[config.mk]
export PLATFORM = sky130hd
export DESIGN_NAME = dma_rd_my
export DESIGN_NICKNAME = d
export VERILOG_FILES = /design/src/hw/dma_bench_pkg.sv /design/src/hw/dma_rd_seq.sv /design/src/hw/dma_rd_checker.sv /design/src/hw/dma_rd_timer.sv /design/src/hw/dma_rd_report.sv /design/src/hw/dma_rd_my.sv
export VERILOG_INCLUDE_DIRS = /design/src /design/src/hw
export SDC_FILE = /design/constraint.sdc
export NUM_CORES = 1
export LEC_CHECK = 0
export BUFFER_PORTS_ARGS = -buffer_cell sky130_fd_sc_hd__buf_2
export CAP_MARGIN = 10
export CORE_AREA = 4 4 345 347
export DETAILED_ROUTE_END_ITERATION = 10
export DIE_AREA = 0 0 349 351
export PLACE_DENSITY = 0.39
export SYNTH_ARGS = -nofsm -noshare
export SYNTH_HDL_FRONTEND = slang
export SYNTH_SLANG_ARGS = --single-unit
[constraint.sdc]
create_clock -name pcie_clk -period 12.5 [get_ports pcie_clk]
set_clock_uncertainty 0.05 [all_clocks]
set_input_delay 2.5 -clock pcie_clk [delete_from_list [all_inputs] [get_ports pcie_clk]]
set_output_delay 2.5 -clock pcie_clk [all_outputs]
set_load 0.02 [all_outputs]
[src/hw/dma_bench_settings.svh]
`ifndef DMA_BENCH_SETTINGS_SVH
`define DMA_BENCH_SETTINGS_SVH

////////////////////////////////////////////////////////////////////////
// dma read bench widths
////////////////////////////////////////////////////////////////////////

// host byte address into pinned memory
`define DMA_ADDR_W 64

// transfer length in bytes
`define DMA_LEN_W 32

// one read data beat, 64 bytes
`define DMA_DATA_W 512
`define DMA_BEAT_BYTES_LOG2 6

// beat counters, cycle counters, pattern words
`define DMA_CNT_W 32

`endif

[src/hw/dma_bench_pkg.sv]
`default_nettype none

`include "dma_bench_settings.svh"

package dma_bench_pkg;

	////////////////////////////////////////////////////////////////////////
	// host side records
	////////////////////////////////////////////////////////////////////////

	// written by the host, start is level, bench reacts to its rising edge
	typedef struct packed {
		logic [`DMA_ADDR_W-1:0] addr;
		logic [`DMA_LEN_W-1:0]  length;
		logic [`DMA_CNT_W-1:0]  offset;
		logic                   start;
	} my_cfg_t;

	// read back by the host
	typedef struct packed {
		logic                  done;
		logic [`DMA_CNT_W-1:0] run_cnt;
		logic [`DMA_CNT_W-1:0] err_cnt;
		logic [`DMA_CNT_W-1:0] err_idx;
		logic [`DMA_CNT_W-1:0] th_cycles;
		logic [`DMA_CNT_W-1:0] lat_cycles;
	} my_status_t;

	////////////////////////////////////////////////////////////////////////
	// dma engine side
	////////////////////////////////////////////////////////////////////////

	// read command, valid/ready
	typedef struct packed {
		logic                   valid;
		logic [`DMA_ADDR_W-1:0] address;
		logic [`DMA_LEN_W-1:0]  length;
	} dma_cmd_t;

	// read data, valid only
	typedef struct packed {
		logic                   valid;
		logic [`DMA_DATA_W-1:0] data;
	} dma_beat_t;

	// per-block results
	typedef struct packed {
		logic [`DMA_CNT_W-1:0] err_cnt;
		logic [`DMA_CNT_W-1:0] err_idx;
	} check_res_t;

	typedef struct packed {
		logic [`DMA_CNT_W-1:0] th_cycles;
		logic [`DMA_CNT_W-1:0] lat_cycles;
	} time_res_t;

	typedef enum logic [1:0] {
		run_idle = 2'd0,
		run_cmd  = 2'd1,
		run_data = 2'd2
	} run_state_e;

endpackage

`default_nettype wire

[src/hw/dma_rd_seq.sv]
`timescale 1ns/10ps
`default_nettype none

`include "dma_bench_settings.svh"

module dma_rd_seq (
	input  wire                         pcie_clk,
	input  wire                         pcie_aresetn,
	input  wire dma_bench_pkg::my_cfg_t cfg,
	output dma_bench_pkg::dma_cmd_t     rd_cmd,
	input  wire                         rd_cmd_ready,
	input  wire                         last_beat,
	output logic                        start_pulse,
	output logic                        cmd_fire,
	output logic                        running,
	output logic [`DMA_CNT_W-1:0]       last_idx
);

	// start synchronizer and edge register
	logic start_s1;
	logic start_s2;
	logic start_s3;

	dma_bench_pkg::run_state_e state;

	// command payload, latched at start
	logic [`DMA_ADDR_W-1:0] cmd_addr;
	logic [`DMA_LEN_W-1:0]  cmd_len;

	////////////////////////////////////////////////////////////////////////
	// start edge
	////////////////////////////////////////////////////////////////////////

	always_ff @(posedge pcie_clk) begin
		if (!pcie_aresetn) begin
			start_s1 <= 1'b0;
			start_s2 <= 1'b0;
			start_s3 <= 1'b0;
		end else begin
			start_s1 <= cfg.start;
			start_s2 <= start_s1;
			start_s3 <= start_s2;
		end
	end

	// edges seen mid-run are dropped
	assign start_pulse = start_s2 & ~start_s3 & (state == dma_bench_pkg::run_idle);

	////////////////////////////////////////////////////////////////////////
	// run FSM
	////////////////////////////////////////////////////////////////////////

	always_ff @(posedge pcie_clk) begin
		if (!pcie_aresetn) begin
			state    <= dma_bench_pkg::run_idle;
			last_idx <= '0;
		end else begin
			case (state)
				dma_bench_pkg::run_idle: begin
					if (start_pulse) begin
						state    <= dma_bench_pkg::run_cmd;
						// index of final 64-byte beat
						last_idx <= `DMA_CNT_W'((cfg.length >> `DMA_BEAT_BYTES_LOG2) - 1'b1);
					end
				end
				dma_bench_pkg::run_cmd: begin
					if (cmd_fire) begin
						state <= dma_bench_pkg::run_data;
					end
				end
				dma_bench_pkg::run_data: begin
					if (last_beat) begin
						state <= dma_bench_pkg::run_idle;
					end
				end
				default: begin
					state <= dma_bench_pkg::run_idle;
				end
			endcase
		end
	end

	always_ff @(posedge pcie_clk) begin
		if (start_pulse) begin
			cmd_addr <= cfg.addr;
			cmd_len  <= cfg.length;
		end
	end

	// one command per run, held until the engine takes it
	assign rd_cmd = '{valid: (state == dma_bench_pkg::run_cmd), address: cmd_addr,
		length: cmd_len};
	assign cmd_fire = rd_cmd.valid & rd_cmd_ready;
	assign running  = (state == dma_bench_pkg::run_data);

	// engine may stall, command must not move under it
	a_cmd_hold: assert property (@(posedge pcie_clk) disable iff (!pcie_aresetn)
		rd_cmd.valid && !rd_cmd_ready |=> rd_cmd.valid && $stable(rd_cmd));

endmodule

`default_nettype wire

[src/hw/dma_rd_checker.sv]
`timescale 1ns/10ps
`default_nettype none

`include "dma_bench_settings.svh"

module dma_rd_checker (
	input  wire                          pcie_clk,
	input  wire                          pcie_aresetn,
	input  wire dma_bench_pkg::dma_beat_t rd_data,
	input  wire                          running,
	input  wire                          start_pulse,
	input  wire [`DMA_CNT_W-1:0]         last_idx,
	input  wire [`DMA_CNT_W-1:0]         offset,
	output logic                         last_beat,
	output dma_bench_pkg::check_res_t    res
);

	logic [`DMA_CNT_W-1:0] beat_cnt;
	logic [`DMA_CNT_W-1:0] offset_q;
	logic [`DMA_CNT_W-1:0] err_cnt;
	logic [`DMA_CNT_W-1:0] err_idx;
	logic                  err_seen;

	logic                  beat_fire;
	logic                  mismatch;
	logic [`DMA_CNT_W-1:0] err_cnt_nxt;
	logic [`DMA_CNT_W-1:0] err_idx_nxt;

	// no back-pressure, every valid beat in a run counts
	assign beat_fire = rd_data.valid & running;
	assign last_beat = beat_fire & (beat_cnt == last_idx);

	// expected low word is index plus offset
	assign mismatch = beat_fire & (rd_data.data[31:0] != beat_cnt + offset_q);

	// totals including this cycle's beat
	assign err_cnt_nxt = err_cnt + `DMA_CNT_W'(mismatch);
	assign err_idx_nxt = (mismatch && !err_seen) ? beat_cnt : err_idx;

	always_ff @(posedge pcie_clk) begin
		if (!pcie_aresetn) begin
			beat_cnt <= '0;
		end else if (start_pulse || last_beat) begin
			beat_cnt <= '0;
		end else if (beat_fire) begin
			beat_cnt <= beat_cnt + 1'b1;
		end
	end

	always_ff @(posedge pcie_clk) begin
		if (start_pulse) begin
			offset_q <= offset;
		end
	end

	////////////////////////////////////////////////////////////////////////
	// error tally, cleared per run
	////////////////////////////////////////////////////////////////////////

	always_ff @(posedge pcie_clk) begin
		if (!pcie_aresetn || start_pulse) begin
			err_cnt  <= '0;
			err_idx  <= '0;
			err_seen <= 1'b0;
		end else begin
			err_cnt  <= err_cnt_nxt;
			err_idx  <= err_idx_nxt;
			// first bad beat only
			err_seen <= err_seen | mismatch;
		end
	end

	assign res = '{err_cnt: err_cnt_nxt, err_idx: err_idx_nxt};

	// count wraps at last_idx set by the sequencer
	a_cnt_range: assert property (@(posedge pcie_clk) disable iff (!pcie_aresetn)
		beat_cnt <= last_idx);

endmodule

`default_nettype wire

[src/hw/dma_rd_timer.sv]
`timescale 1ns/10ps
`default_nettype none

`include "dma_bench_settings.svh"

module dma_rd_timer (
	input  wire                      pcie_clk,
	input  wire                      pcie_aresetn,
	input  wire                      start_pulse,
	input  wire                      cmd_fire,
	input  wire                      beat_valid,
	input  wire                      last_beat,
	output dma_bench_pkg::time_res_t res
);

	logic                  th_en;
	logic                  lat_en;
	logic [`DMA_CNT_W-1:0] th_cnt;
	logic [`DMA_CNT_W-1:0] lat_cnt;

	////////////////////////////////////////////////////////////////////////
	// window flags
	////////////////////////////////////////////////////////////////////////

	// throughput window, accepted command to last beat
	always_ff @(posedge pcie_clk) begin
		if (!pcie_aresetn || last_beat) begin
			th_en <= 1'b0;
		end else if (cmd_fire) begin
			th_en <= 1'b1;
		end
	end

	// latency window, accepted command to first beat
	always_ff @(posedge pcie_clk) begin
		if (!pcie_aresetn || beat_valid) begin
			lat_en <= 1'b0;
		end else if (cmd_fire) begin
			lat_en <= 1'b1;
		end
	end

	always_ff @(posedge pcie_clk) begin
		if (!pcie_aresetn || start_pulse) begin
			th_cnt  <= '0;
			lat_cnt <= '0;
		end else begin
			th_cnt  <= th_cnt + `DMA_CNT_W'(th_en);
			lat_cnt <= lat_cnt + `DMA_CNT_W'(lat_en);
		end
	end

	// counts include the current cycle, so the end beat is in the total
	assign res = '{th_cycles: th_cnt + `DMA_CNT_W'(th_en),
		lat_cycles: lat_cnt + `DMA_CNT_W'(lat_en)};

	// first beat never comes after the last one
	a_lat_in_th: assert property (@(posedge pcie_clk) disable iff (!pcie_aresetn)
		lat_en |-> th_en);

endmodule

`default_nettype wire

[src/hw/dma_rd_report.sv]
`timescale 1ns/10ps
`default_nettype none

module dma_rd_report (
	input  wire                           pcie_clk,
	input  wire                           pcie_aresetn,
	input  wire                           start_pulse,
	input  wire                           last_beat,
	input  wire dma_bench_pkg::check_res_t chk,
	input  wire dma_bench_pkg::time_res_t  tim,
	output dma_bench_pkg::my_status_t  status
);

	////////////////////////////////////////////////////////////////////////
	// status record seen by the host
	////////////////////////////////////////////////////////////////////////

	always_ff @(posedge pcie_clk) begin
		if (!pcie_aresetn) begin
			status <= '0;
		end else if (start_pulse) begin
			// new run, old results go away
			status.done       <= 1'b0;
			status.err_cnt    <= '0;
			status.err_idx    <= '0;
			status.th_cycles  <= '0;
			status.lat_cycles <= '0;
		end else if (last_beat) begin
			// snapshot, held until next start
			status.done       <= 1'b1;
			status.run_cnt    <= status.run_cnt + 1'b1;
			status.err_cnt    <= chk.err_cnt;
			status.err_idx    <= chk.err_idx;
			status.th_cycles  <= tim.th_cycles;
			status.lat_cycles <= tim.lat_cycles;
		end
	end

endmodule

`default_nettype wire

// hw/dma_rd_my.sv
`timescale 1ns/10ps
`default_nettype none

`include "dma_bench_settings.svh"

module dma_rd_my (
	input  wire                           pcie_clk,
	input  wire                           pcie_aresetn,
	input  wire dma_bench_pkg::my_cfg_t cfg,
	output dma_bench_pkg::dma_cmd_t       rd_cmd,
	input  wire                           rd_cmd_ready,
	input  wire dma_bench_pkg::dma_beat_t  rd_data,
	output dma_bench_pkg::my_status_t  status
);

	logic                      start_pulse;
	logic                      cmd_fire;
	logic                      running;
	logic                      last_beat;
	logic [`DMA_CNT_W-1:0]     last_idx;
	dma_bench_pkg::check_res_t chk_res;
	dma_bench_pkg::time_res_t  tim_res;

	// start edge, command, run state
	dma_rd_seq seq0 (
		.pcie_clk     (pcie_clk),
		.pcie_aresetn (pcie_aresetn),
		.cfg          (cfg),
		.rd_cmd       (rd_cmd),
		.rd_cmd_ready (rd_cmd_ready),
		.last_beat    (last_beat),
		.start_pulse  (start_pulse),
		.cmd_fire     (cmd_fire),
		.running      (running),
		.last_idx     (last_idx)
	);

	// pattern compare on the beat stream
	dma_rd_checker chk0 (
		.pcie_clk     (pcie_clk),
		.pcie_aresetn (pcie_aresetn),
		.rd_data      (rd_data),
		.running      (running),
		.start_pulse  (start_pulse),
		.last_idx     (last_idx),
		.offset       (cfg.offset),
		.last_beat    (last_beat),
		.res          (chk_res)
	);

	dma_rd_timer tim0 (
		.pcie_clk     (pcie_clk),
		.pcie_aresetn (pcie_aresetn),
		.start_pulse  (start_pulse),
		.cmd_fire     (cmd_fire),
		.beat_valid   (rd_data.valid),
		.last_beat    (last_beat),
		.res          (tim_res)
	);

	dma_rd_report rep0 (
		.pcie_clk     (pcie_clk),
		.pcie_aresetn (pcie_aresetn),
		.start_pulse  (start_pulse),
		.last_beat    (last_beat),
		.chk          (chk_res),
		.tim          (tim_res),
		.status       (status)
	);

endmodule

`default_nettype wire

==> reports/qor.txt <==
Starting DRC count in detailed routing: 1030
Setup_tns: 0 ns
Power, Total: 3.57 mW
Core ar.: 116000 um^2
Largest net degree at the start of global routing: 169
PortBufs: 422
Clock-pin slew on the worst setup and hold paths: 0.06 ns
CTS Buf Count: 59
Fin util: 0.225
Post-synth net total: 2678
Routed WL per cell: 18.9 um
Starting density of the core: 0.175
Hold Vio Cnt, Final: 0
Clock Tree Buf Depth: 3
Via count: 16100
Crit Path Category: input port to flop
Critical Path End Type: flop
Post-synthesis area per instance: 10.2 um^2
Vias in the first global route: 16000
Die Area: 122000 um^2
Top FF cell, synth: dfxtp_1
Grt ovf: 0
RSZ-0062 raised after global routing: false
Number of flops mapped to enable cells by yosys: 128
IO Pins: 903
Post-Syn Area: 20300 um^2
Synth Instances: 1992
Clock root cell: clkbuf_16
Post-route DRC: 0
Area after DPL: 24000 um^2
CTS Hold Bufs: 0
Final instance area: 26000 um^2
Antenna-violating nets left: 0
TritonCTS clock tree: built
CTS H-tree depth: 2
WHS: 0.383 ns
PostCTS Resize Cnt: 0
Power per cell area: 137 nW/um^2
Total number of yosys warnings: 0
Fill cells: 12700
Min cycle time layout: 7.20 ns
MaxCap Viol Count: 0
Area growth from synthesis to layout: 28.5%
DR pass1 iterations: 5
Worst vdd ir: 0.102 mV
Post-synth ARST share: 0
Row count: 125
CP arrival: 7.63 ns
Hold Path Class: flop to flop
Dpl hpwl: 54.6 mm
Nets: 3066
Maximum fanout along the worst path: 33
Relative slew slack: 0.288
Netlist cell types: 73
Clock latency on the worst-skew pair: 0.66 ns
Multi-input gate area: 8810 um^2
Setup-failing EPs final: 0
#FFs+latches synth: 484
Status: completed
CP Launch Type: input port
Vias per inst: 4.06
Fraction of layout cells with a size suffix above 1: 0.227
GP Congestion: 0.860
All-layer global routing usage: 0.118
Period utilization: 0.576
Register area share after synthesis: 0.541
Die Wd: 349 um
First-pass GRT wire length: 109 mm
Initial antenna violation count: 8
Die Y: 351 um
Max-slew violation count: 0
Register cell area after layout: 11000 um^2
Fmax: 139 MHz
# clock sinks: 484
Post-Route WL: 74.8 mm
Post-CTS Setup Repair Bufs: 0
Leak pwr: 10.6 nW
WP data required: 12.93 ns
Worst Tran Pin Value: 1.07 ns
-- cell families (layout without fill, tap and decap cells) --
| family | count (synthesis) | count (layout) | synth area share |
|---|---|---|---|
| fa+ha+maj | 41 | 41 | 0.0257 |
| other cells | 0 | 6 | 0 |
| mux | 11 | 11 | 0.00543 |
| flops | 484 | 484 | 0.541 |
| simple gates | 648 | 648 | 0.160 |
| buf+inv | 134 | 573 | 0.0263 |
| compound gates | 451 | 451 | 0.145 |
| xor+xnor | 223 | 223 | 0.0964 |
-- metrics by stage --
stage / std cells / setup slack [ns]
finish: 3961 / 5.30
global route: 3956 / 4.91
CTS: 3955 / 5.24
detailed placement: 3843 / 4.55
global placement: 3843 / 4.48
floorplan: 1992 / 6.13
-- power by group --
part | total [mW] | switching [mW] | internal [mW]
Clock | 1.77 | 0.748 | 1.02
Sequential | 1.64 | 0.00869 | 1.63
Combinational | 0.162 | 0.107 | 0.0553
Total | 3.57 | 0.863 | 2.71
-- synthesized netlist by cell type, types with 5 or more instances --
master / number / area (um^2)
o22a_1: 83 / 727
a21o_1: 11 / 82.6
xnor2_1: 101 / 885
xor2_1: 122 / 1070
nor4_1: 20 / 125
a31oi_1: 30 / 188
a211oi_1: 22 / 165
o21a_1: 7 / 52.6
and4_1: 13 / 114
ha_1: 40 / 500
a21boi_0: 7 / 52.6
and2_1: 36 / 225
and3_1: 30 / 188
edfxtp_1: 128 / 3840
nor2_1: 203 / 762
a311oi_1: 5 / 43.8
buf_2: 12 / 60.1
buf_1: 9 / 33.8
nor2b_1: 8 / 50.1
nand2b_1: 8 / 50.1
nand3_1: 110 / 551
o21ai_0: 80 / 400
a21oi_1: 122 / 611
mux2i_1: 11 / 110
nand4_1: 38 / 238
inv_1: 21 / 78.8
nor3_1: 18 / 90.1
nand2_1: 107 / 402
clkbuf_1: 87 / 327
a22oi_1: 7 / 52.6
o21ai_1: 35 / 175
or3_1: 28 / 175
dfxtp_1: 356 / 7130
o211a_1: 10 / 100
-- cells in the final DEF (no fill, tap or decap), types with 14 or more instances in the layout --
| cell type | instances |
|---|---|
| buf_2 | 422 |
| dfxtp_1 | 356 |
| nor2_1 | 200 |
| edfxtp_1 | 128 |
| xor2_1 | 122 |
| a21oi_1 | 122 |
| nand3_1 | 110 |
| nand2_1 | 107 |
| xnor2_1 | 101 |
| o22a_1 | 83 |
| o21ai_0 | 80 |
| clkbuf_16 | 61 |
| ha_1 | 40 |
| nand4_1 | 38 |
| and2_1 | 36 |
| o21ai_1 | 35 |
| and3_1 | 30 |
| a31oi_1 | 30 |
| or3_1 | 28 |
| a211oi_1 | 22 |
| inv_1 | 21 |
| nor4_1 | 20 |
| nor3_1 | 18 |
| buf_4 | 16 |
| clkbuf_1 | 14 |
-- state kept, by name, summed over array words and instances, names as in the netlist, 2 cells and up --
register	cells
rep0.status	161
tim0.th_cnt	32
tim0.lat_cnt	32
chk0.err_cnt	32
seq0.last_idx	27
chk0.offset_q	32
seq0.state	2
chk0.beat_cnt	32
seq0.cmd_len	32
chk0.err_idx	32
seq0.cmd_addr	64
-- path summary, 6_finish.rpt --
| path | start | to | depth (start not counted) | slack (ns) |
|---|---|---|---|---|
| setup / recovery | rd_data[29] | rep0.status[124] | 23 | 5.30 |
| hold / removal | seq0.start_s1 | seq0.start_s2 | 1 | 0.38 |
| setup reg to reg | chk0.beat_cnt[1] | rep0.status[124] | 23 | 5.67 |
| hold reg to reg | seq0.start_s1 | seq0.start_s2 | 1 | 0.38 |
-- layer usage --
layer  global-route usage  routed length [um]
met1                0.140               31300
met2                0.196               34900
met3               0.0457                6120
met4               0.0403                2430
met5                    0                   0
-- worst max-delay path: stages --
cell      delay [ns]
buf_2           0.10
xor2_1          0.44
o211ai_1        0.15
a311oi_1        0.43
nand4_1         0.14
nor4_1          0.29
nand4_1         0.19
nor4_4          0.36
and4_1          0.25
buf_4           0.38
nor2_1          0.21
ha_1            0.29
ha_1            0.22
nand3_1         0.16
nor2_1          0.11
and4_1          0.27
and4_1          0.26
nand4_1         0.13
nor2_1          0.10
and4_1          0.23
nand2_1         0.08
xor2_1          0.20
a211oi_1        0.10
-- layout make-up --
type	count	area share
Antenna cell	6	0.000577
Timing Repair Buffer	439	0.0865
Clock inverter	30	0.0125
Tap cell	1524	0.0732
Inverter	22	0.00317
Clock buffer	82	0.0643
Multi-Input combinational cell	1374	0.338
Sequential cell	484	0.421
Power figures use the tool's default switching activity.
